### src/lockstep_pkg.sv
`default_nettype none

package lockstep_pkg;

  // Datapath widths
  parameter int OperandWidth = 8;
  parameter int ProductWidth = 2 * OperandWidth;
  // Accumulator wraps modulo 2^AccWidth
  parameter int AccWidth     = 24;

  // Cycles between the main lane and the shadow lane
  parameter int DefaultLockstepOffset = 2;

  // One operation into a lane
  typedef struct packed {
    logic                    valid;
    logic                    clear;
    logic [OperandWidth-1:0] a;
    logic [OperandWidth-1:0] b;
  } mac_op_t;

  // One lane result
  typedef struct packed {
    logic                valid;
    logic [AccWidth-1:0] acc;
  } mac_res_t;

  // Multibit enable, anything other than Off reads as enabled
  parameter int MuBi4Width = 4;

  typedef logic [MuBi4Width-1:0] mubi4_t;

  parameter mubi4_t MuBi4On  = 4'b0110;
  parameter mubi4_t MuBi4Off = 4'b1001;

endpackage

`default_nettype wire

### src/mac_op_if.sv
`timescale 1ns/10ps
`default_nettype none

interface mac_op_if;

  logic                                 valid;
  logic                                 clear;
  logic [lockstep_pkg::OperandWidth-1:0] a;
  logic [lockstep_pkg::OperandWidth-1:0] b;

  // Source of operations
  modport driver (
    output valid,
    output clear,
    output a,
    output b
  );

  // MAC lane side
  modport lane (
    input valid,
    input clear,
    input a,
    input b
  );

endinterface

`default_nettype wire

### src/lockstep_compare.sv
`timescale 1ns/10ps
`default_nettype none

module lockstep_compare #(
  parameter int LockstepOffset = lockstep_pkg::DefaultLockstepOffset
) (
  input  wire                    clk_i,
  input  wire                    rst_ni,
  input  lockstep_pkg::mac_res_t main_res_i,
  input  lockstep_pkg::mac_res_t shadow_res_i,
  input  lockstep_pkg::mubi4_t   cmp_enable_i,
  output logic                   alert_major_o
);

  // Main result waits for the lane offset plus the shadow register
  localparam int MainDelay = LockstepOffset + 1;

  lockstep_pkg::mac_res_t main_res_q;
  lockstep_pkg::mac_res_t shadow_res_q;
  logic                   cmp_on;
  logic                   mismatch;

  ////////////////////////////////////////
  // Alignment
  ////////////////////////////////////////

  lockstep_delay #(
    .Depth     (MainDelay),
    .payload_t (lockstep_pkg::mac_res_t)
  ) u_main_delay (
    .clk_i  (clk_i),
    .rst_ni (rst_ni),
    .data_i (main_res_i),
    .data_o (main_res_q)
  );

  always_ff @(posedge clk_i or negedge rst_ni) begin
    if (!rst_ni) begin
      shadow_res_q <= '0;
    end else begin
      shadow_res_q <= shadow_res_i;
    end
  end

  ////////////////////////////////////////
  // Comparison
  ////////////////////////////////////////

  // Any corrupted enable still counts as on
  assign cmp_on   = (cmp_enable_i != lockstep_pkg::MuBi4Off);
  assign mismatch = (main_res_q != shadow_res_q);

  assign alert_major_o = cmp_on & mismatch;

  alert_known_a : assert property (
    @(posedge clk_i) disable iff (!rst_ni)
    !$isunknown(alert_major_o)
  );

endmodule

`default_nettype wire

### src/lockstep_delay.sv
`timescale 1ns/10ps
`default_nettype none

module lockstep_delay #(
  parameter int  Depth     = 2,
  parameter type payload_t = logic
) (
  input  wire      clk_i,
  input  wire      rst_ni,
  input  payload_t data_i,
  output payload_t data_o
);

  // Stage 0 takes the input, the last stage drives the output
  payload_t stage_q [Depth];

  always_ff @(posedge clk_i or negedge rst_ni) begin
    if (!rst_ni) begin
      for (int i = 0; i < Depth; i++) begin
        stage_q[i] <= payload_t'('0);
      end
    end else begin
      stage_q[0] <= data_i;
      for (int i = 1; i < Depth; i++) begin
        stage_q[i] <= stage_q[i-1];
      end
    end
  end

  assign data_o = stage_q[Depth-1];

endmodule

`default_nettype wire

### src/lockstep_mac_top.sv
`timescale 1ns/10ps
`default_nettype none

module lockstep_mac_top #(
  parameter int LockstepOffset = lockstep_pkg::DefaultLockstepOffset
) (
  input  wire                                  clk_i,
  input  wire                                  rst_ni,
  input  wire                                  in_valid_i,
  input  wire                                  in_clear_i,
  input  wire  [lockstep_pkg::OperandWidth-1:0] in_a_i,
  input  wire  [lockstep_pkg::OperandWidth-1:0] in_b_i,
  input  wire                                  fault_inject_i,
  output logic                                 acc_valid_o,
  output logic [lockstep_pkg::AccWidth-1:0]     acc_o,
  output logic                                 alert_major_o
);

  localparam int NumLanes = 2;
  localparam int OpW      = lockstep_pkg::OperandWidth;

  logic                   rst_shadow_n;
  lockstep_pkg::mubi4_t   cmp_enable;
  lockstep_pkg::mac_op_t  feed_in;
  lockstep_pkg::mac_op_t  feed_out;
  logic [NumLanes-1:0]    lane_rst_n;
  lockstep_pkg::mac_res_t lane_res [NumLanes];

  ////////////////////////////////////////
  // Shadow reset and compare enable
  ////////////////////////////////////////

  lockstep_reset_ctrl #(
    .LockstepOffset (LockstepOffset)
  ) u_reset_ctrl (
    .clk_i         (clk_i),
    .rst_ni        (rst_ni),
    .rst_shadow_no (rst_shadow_n),
    .cmp_enable_o  (cmp_enable)
  );

  ////////////////////////////////////////
  // Feeder to the shadow lane
  ////////////////////////////////////////

  // Alert test flips bit 0 of a on the shadow path only
  assign feed_in.valid = in_valid_i;
  assign feed_in.clear = in_clear_i;
  assign feed_in.a     = in_a_i ^ {{(OpW-1){1'b0}}, fault_inject_i};
  assign feed_in.b     = in_b_i;

  lockstep_delay #(
    .Depth     (LockstepOffset),
    .payload_t (lockstep_pkg::mac_op_t)
  ) u_feeder (
    .clk_i  (clk_i),
    .rst_ni (rst_ni),
    .data_i (feed_in),
    .data_o (feed_out)
  );

  ////////////////////////////////////////
  // MAC lanes
  ////////////////////////////////////////

  mac_op_if lane_op [NumLanes] ();

  // Main lane takes the ports directly
  assign lane_op[0].valid = in_valid_i;
  assign lane_op[0].clear = in_clear_i;
  assign lane_op[0].a     = in_a_i;
  assign lane_op[0].b     = in_b_i;

  assign lane_op[1].valid = feed_out.valid;
  assign lane_op[1].clear = feed_out.clear;
  assign lane_op[1].a     = feed_out.a;
  assign lane_op[1].b     = feed_out.b;

  assign lane_rst_n = {rst_shadow_n, rst_ni};

  for (genvar g = 0; g < NumLanes; g++) begin : gen_lane
    mac_unit u_mac (
      .clk_i  (clk_i),
      .rst_ni (lane_rst_n[g]),
      .op     (lane_op[g]),
      .res_o  (lane_res[g])
    );
  end

  ////////////////////////////////////////
  // Output compare
  ////////////////////////////////////////

  lockstep_compare #(
    .LockstepOffset (LockstepOffset)
  ) u_compare (
    .clk_i         (clk_i),
    .rst_ni        (rst_ni),
    .main_res_i    (lane_res[0]),
    .shadow_res_i  (lane_res[1]),
    .cmp_enable_i  (cmp_enable),
    .alert_major_o (alert_major_o)
  );

  // Outputs come from the main lane
  assign acc_valid_o = lane_res[0].valid;
  assign acc_o       = lane_res[0].acc;

endmodule

`default_nettype wire

### src/lockstep_reset_ctrl.sv
`timescale 1ns/10ps
`default_nettype none

module lockstep_reset_ctrl #(
  parameter int LockstepOffset = lockstep_pkg::DefaultLockstepOffset
) (
  input  wire                  clk_i,
  input  wire                  rst_ni,
  output logic                 rst_shadow_no,
  output lockstep_pkg::mubi4_t cmp_enable_o
);

  localparam int CntWidth = $clog2(LockstepOffset);
  localparam logic [CntWidth-1:0] CntMax = CntWidth'(LockstepOffset - 1);

  logic [CntWidth-1:0]  cnt_q;
  lockstep_pkg::mubi4_t set_d;
  lockstep_pkg::mubi4_t set_q;
  lockstep_pkg::mubi4_t enable_q;

  // Saturating counter, runs once after each system reset
  always_ff @(posedge clk_i or negedge rst_ni) begin
    if (!rst_ni) begin
      cnt_q <= '0;
    end else if (cnt_q < CntMax) begin
      cnt_q <= cnt_q + 1'b1;
    end
  end

  assign set_d = (cnt_q >= CntMax) ? lockstep_pkg::MuBi4On : lockstep_pkg::MuBi4Off;

  // Release flop, then compare enable one edge later
  always_ff @(posedge clk_i or negedge rst_ni) begin
    if (!rst_ni) begin
      set_q    <= lockstep_pkg::MuBi4Off;
      enable_q <= lockstep_pkg::MuBi4Off;
    end else begin
      set_q    <= set_d;
      enable_q <= set_q;
    end
  end

  // Bit 0 is low for On and high for Off
  assign rst_shadow_no = ~set_q[0];
  assign cmp_enable_o  = enable_q;

  cnt_saturates_a : assert property (
    @(posedge clk_i) disable iff (!rst_ni)
    cnt_q <= CntMax
  );

  // No checking while the shadow lane is still held
  enable_after_release_a : assert property (
    @(posedge clk_i) disable iff (!rst_ni)
    (cmp_enable_o == lockstep_pkg::MuBi4On) |-> rst_shadow_no
  );

endmodule

`default_nettype wire

### src/mac_unit.sv
`timescale 1ns/10ps
`default_nettype none

module mac_unit (
  input  wire                    clk_i,
  input  wire                    rst_ni,
  mac_op_if.lane                 op,
  output lockstep_pkg::mac_res_t res_o
);

  localparam int AccW  = lockstep_pkg::AccWidth;
  localparam int ProdW = lockstep_pkg::ProductWidth;

  logic [ProdW-1:0] prod;
  logic [AccW-1:0]  prod_ext;
  logic [AccW-1:0]  acc_d;
  logic [AccW-1:0]  acc_q;
  logic             valid_q;

  assign prod     = op.a * op.b;
  assign prod_ext = AccW'(prod);

  // Clear loads the product, otherwise add with wrap
  assign acc_d = op.clear ? prod_ext : acc_q + prod_ext;

  always_ff @(posedge clk_i or negedge rst_ni) begin
    if (!rst_ni) begin
      acc_q   <= '0;
      valid_q <= 1'b0;
    end else begin
      valid_q <= op.valid;
      if (op.valid) begin
        acc_q <= acc_d;
      end
    end
  end

  assign res_o.valid = valid_q;
  assign res_o.acc   = acc_q;

  res_valid_follows_op_a : assert property (
    @(posedge clk_i) disable iff (!rst_ni)
    !op.valid |=> !res_o.valid
  );

endmodule

`default_nettype wire

### config.mk
export PLATFORM = sky130hd
export DESIGN_NAME = lockstep_mac_top
export DESIGN_NICKNAME = d
export VERILOG_FILES = /design/src/lockstep_pkg.sv /design/src/mac_op_if.sv /design/src/lockstep_compare.sv /design/src/lockstep_delay.sv /design/src/lockstep_mac_top.sv /design/src/lockstep_reset_ctrl.sv /design/src/mac_unit.sv
export SDC_FILE = /design/constraint.sdc
export NUM_CORES = 1
export LEC_CHECK = 0
export BUFFER_PORTS_ARGS = -buffer_cell sky130_fd_sc_hd__buf_2
export CAP_MARGIN = 25
export CORE_MARGIN = 1.5
export CORE_UTILIZATION = 57
export CTS_CLUSTER_DIAMETER = 80
export CTS_CLUSTER_SIZE = 10
export DETAILED_ROUTE_END_ITERATION = 8
export GPL_ROUTABILITY_DRIVEN = 0
export HOLD_SLACK_MARGIN = 0.12
export PLACE_DENSITY = 0.86
export SLEW_MARGIN = 20
export SYNTH_ARGS = -nofsm -noshare
export SYNTH_HDL_FRONTEND = slang
export SYNTH_SLANG_ARGS = --single-unit
### constraint.sdc
create_clock -name clk_i -period 1.4 [get_ports clk_i]
set_clock_uncertainty 0.05 [all_clocks]
set_input_delay 0.21 -clock clk_i [delete_from_list [all_inputs] [get_ports clk_i]]
set_output_delay 0.21 -clock clk_i [all_outputs]
set_load 0.01 [all_outputs]
==> flow_metrics.tcl, run 1 <==
set metrics [dict create \
    ys_seq_area_share_pct 39.51 \
    overflow 19 \
    h-tree-depth 4 \
    die_width_um 148.0 \
    avgSynthCellArea_um2 10.64 \
    cts.sinks 189 \
    syn_inst 1126 \
    stop_stage "global routing (5_1_grt)" \
    worst_endpoint "gen_lane[1].u_mac.acc_q[21]$_DFFE_PP0P_/D" \
    grt_max_degree 55 \
    grt.total_usage_pct 79.73 \
    start_util_pct 58.62 \
    post-dp-hpwl_mm 24.54 \
    die_y_um 148.0 \
    status "stopped before the end" \
    clk_path_buf_depth 2 \
    root_buffer "clkbuf_16" \
    io_pins 47 \
    rows 52 \
    synthesis.nets 1329 \
    yosysUniqueCellTypes 69 \
    yosysWarnings 0 \
    port_buffers 46 \
    synthFlopType "dfrtp_1" \
    synth_edf_count 0 \
    worst_endpoint_kind "sequential cell input" \
    synth_seq_cells 189 \
    error "[ERROR GRT-0232] Routing congestion too high. Check the congestion heatmap in the GUI." \
    ys_async_sr_fraction_pct 100.0 \
    cts_buffers 17 \
    syn_area_mm2 0.01198 \
]
-- Yosys cell counts (all sizes together), types with 18 or more instances --
cell   number  share of area [%]
xor2       37                2.7
nor2       64                2.0
o21ai      30                1.3
dfrtp     187                 39
nand2      53                1.7
fa         74                 12
and2      116                6.1
a21oi      76                3.3
mux2i      18                1.5
inv       111                3.5
nor3       19               0.79
ha        108                 11
xnor2      32                2.3
nand3      20               0.84
-- per-stage QoR --
stage / area [um^2] / util (%) / std cells / worst slack [ps] / hold slack, ps
3_5_place_dp: 15210 / 74.43 / 1671 / -4556 / 8.352
4_1_cts: 17970 / 87.95 / 1781 / -4466 / 267.3
2_1_floorplan: 12810 / - / 1126 / -4054 / -135.6
3_3_place_gp: 15210 / 74.43 / 1671 / -4256 / 3.416
-- cell families after synthesis --
group           synth area share [%]
simple gates                   15.22
compound gates                 10.75
flops                          39.51
fa+ha+maj                      23.65
buf+inv                        4.095
xor+xnor                       5.046
mux                            1.692
other cells                  0.03131
-- metal layers --
layer	GRT usage, %	overflow
met1	82.77	0
met2	91.50	9
met3	67.62	1
met4	78.61	9
met5	26.59	0
-- timing repair --
action | CTS
hold buffers | 22
setup endpoints to repair | 64
buffers inserted | 68
pin swaps | 161
gates resized for setup | 317
endpoints found under the hold margin | 185
gates cloned | 0
==> run 2, diff against run 1 <==
--- a/config.mk
+++ b/config.mk
@@ -8,13 +8,10 @@
 export BUFFER_PORTS_ARGS = -buffer_cell sky130_fd_sc_hd__buf_2
 export CAP_MARGIN = 25
 export CORE_MARGIN = 1.5
-export CORE_UTILIZATION = 57
-export CTS_CLUSTER_DIAMETER = 80
-export CTS_CLUSTER_SIZE = 10
+export CORE_UTILIZATION = 40
 export DETAILED_ROUTE_END_ITERATION = 8
 export GPL_ROUTABILITY_DRIVEN = 0
-export HOLD_SLACK_MARGIN = 0.12
-export PLACE_DENSITY = 0.86
+export PLACE_DENSITY_LB_ADDON = 0.15
 export SLEW_MARGIN = 20
 export SYNTH_ARGS = -nofsm -noshare
 export SYNTH_HDL_FRONTEND = slang
==> constraint.sdc (replaced) <==
create_clock -name clk_i -period 1.8 [get_ports clk_i]
set_clock_uncertainty 0.05 [all_clocks]
set_input_delay 0.27 -clock clk_i [delete_from_list [all_inputs] [get_ports clk_i]]
set_output_delay 0.27 -clock clk_i [all_outputs]
set_load 0.01 [all_outputs]
==> run 2 against run 1 <==
The flow now finishes, with violations (negative setup slack). Area after synthesis stayed put. Synthesized cell count stayed put.
==> flow_metrics.tcl, run 2 <==
set metrics [dict create \
    status "complete, but fails checks" \
    failed_checks "negative setup slack" \
    clk_path_buf_depth 2 \
    antenna_cells 0 \
    largest_reg_flops 50 \
    cp.required_ps 2100 \
    cts_buffers 17 \
    endpoint_kind "flop" \
    grt_pass1_vias 9940 \
    rsz0062_at_grt "yes" \
    layout.cells.non_filler 1886 \
    h-tree-depth 4 \
    largestRegisters "u_compare.u_main_delay.stage_q (50), gen_lane.u_mac.acc_q (48)" \
    final_antenna_net_count 0 \
    synthesis.nets 1329 \
    grt_max_degree 45 \
    die_y_um 176.0 \
    yosysUniqueCellTypes 69 \
    synth_compound_area_share_pct 10.75 \
    detail_route.wl_per_cell_um 15.72 \
    tns_ps -126440 \
    clkTransAtPathRegs_ps 70 \
    yosysWarnings 0 \
    syn_area_mm2 0.01198 \
    utilization_pct 61.33 \
    synthSimpleGateAreaFrac_pct 15.22 \
    start_util_pct 40.52 \
    post-dp-hpwl_mm 21.78 \
    drv_cap 0 \
    cts_tree "built" \
    die_width_um 176.0 \
    syn_inst 1126 \
    synthAdderAreaFrac_pct 23.65 \
    critPathKind "reg2reg" \
    ys_seq_area_share_pct 39.51 \
    vias 9288 \
    critPathLaunchType "flop" \
    drc 0 \
    finalCritPeriodShare_pct 314.1 \
    setup_ws_ps -3853 \
    synth_seq_cells 189 \
    synthFlopType "dfrtp_1" \
    synthMuxAreaShare_pct 1.692 \
    synth_edf_count 0 \
    final_common_cell "buf_4" \
    io_pins 47 \
    drtIter0Drc 355 \
    rows 63 \
    largest-register "u_compare.u_main_delay.stage_q" \
    antenna_found_initial 0 \
    setup_viol 46 \
    hold_viol 0 \
    tightest_slew_ps 504.5 \
    ys_async_sr_fraction_pct 100.0 \
    hp-class "in2reg" \
    cp_max_fo 5 \
    avgSynthCellArea_um2 10.64 \
    nNetsFinal 1687 \
    dp_cells 1791 \
    synth-xor-area-share_pct 5.046 \
    yosysMostFrequentCell "dfrtp_1" \
    synth_top_area_cell "dfrtp_1" \
    root_buffer "clkbuf_16" \
    core_mm2 0.02956 \
    slew-limit-headroom_pct 66.17 \
    grt_pass1_wl_mm 49.69 \
    die_area_mm2 0.03099 \
    synth_top_area_share_pct 39.07 \
    clk_latency_ps 430 \
    cts.sinks 189 \
    wl_mm 29.65 \
    synthTopCellsByArea "dfrtp_1 (39%), fa_1 (12%), ha_1 (11%), and2_1 (6.0%), inv_1 (3.5%)" \
    drv_slew 0 \
    port_buffers 46 \
    synth_top_family_by_area "adder cells" \
    fmax_mhz 176.9 \
    ys_top_cells_by_count "dfrtp_1 (187), and2_1 (115), inv_1 (111)" \
    via_per_inst 4.925 \
    layout_common_cells "buf_4 (245), dfrtp_1 (179), inv_1 (89)" \
    synthToLayoutAreaGrowth_pct 51.37 \
    overflow 0 \
    cp.arrival_ps 5950 \
    drive_above_1_share_pct 47.39 \
    grt.total_usage_pct 20.23 \
    holdWs_ps 20.44 \
    post-route-min-period_ps 5653 \
    first_pass_iters 4 \
]
## run 2: cell counts after synthesis
No cell type changed its count.
## run 2: per-layer routing
metal | track usage (%) | up-vias | part of all wire [%]
met5 | 0 | - | 0
met3 | 2.326 | 32 | 1.8
met4 | 5.840 | 0 | 1.6
met1 | 27.68 | 4662 | 47
li1 | - | 4512 | -
met2 | 33.87 | 82 | 50
## run 2: kinds of logic (layout without fill, tap and decap cells)
logic type / count (synthesis) / after routing
compound gates: 193 / 193
xor+xnor: 69 / 69
fa+ha+maj: 182 / 182
buf+inv: 130 / 500
flops: 189 / 189
mux: 20 / 20
other cells: 1 / 1
simple gates: 342 / 342
## run 2: path summary, 6_finish.rpt
kind,start,endpoint,slack (ps),cells past startpoint
worst max-delay path,u_feeder.data_o[2],gen_lane[1].u_mac.acc_q[22],-3850,21
worst min-delay path,in_b_i[4],u_feeder.stage_q[22],20,2
worst max register to register,u_feeder.data_o[2],gen_lane[1].u_mac.acc_q[22],-3850,21
worst min register to register,u_reset_ctrl.set_q[0],gen_lane[1].u_mac.acc_q[23],280,2
max in group asynchronous,rst_ni,u_compare.u_main_delay.stage_q[71],860,3
min in group asynchronous,rst_ni,u_compare.shadow_res_q[23],270,2
## run 2: what timing repair did
action | 4_1_cts | 5_1_grt
buffers inserted | 43 | 32
resized for setup | 209 | 156
hold endpoints to repair | 40 | 1
pin swaps | 122 | 142
setup endpoints to repair | 46 | 46
hold buffers | 5 | 1
## run 2: worst max-delay path: stages, from the launching register on
cell and delay, ps:
dfrtp_2 440, and2_4 150, fa_1 510, fa_1 500, fa_1 490, inv_1 50, fa_1 490, inv_2 50
ha_4 150, or3_4 390, nor3_4 180, nor2_2 90, xor2_2 210, ha_4 240, a21oi_2 120, nor2b_1 70
or4_1 420, or3_4 350, a31o_1 250, buf_6 120, nand3_2 50, mux2i_1 180
## run 2: metrics by stage
step | setup slack (ps) | instance area, um^2
floorplan | -3654 | 12790
global placement | -3920 | 15330
detailed placement | -4011 | 15330
CTS | -3971 | 17250
global route | -4041 | 18130
finish | -3853 | 18130
## run 2: cell type report
type / count / area [um^2]
inverter: 111 / 416.7
fill: 2394 / 11430
multi-input combinational: 807 / 8945
tap: 390 / 488.0
timing repair buffer: 358 / 2972
clock buffer: 18 / 429.2
sequential: 189 / 4742
clock inverter: 13 / 136.4
Power of run 2 is not shown: default switching activity piles up to over one toggle a cycle in this logic, so the estimate is an artifact.
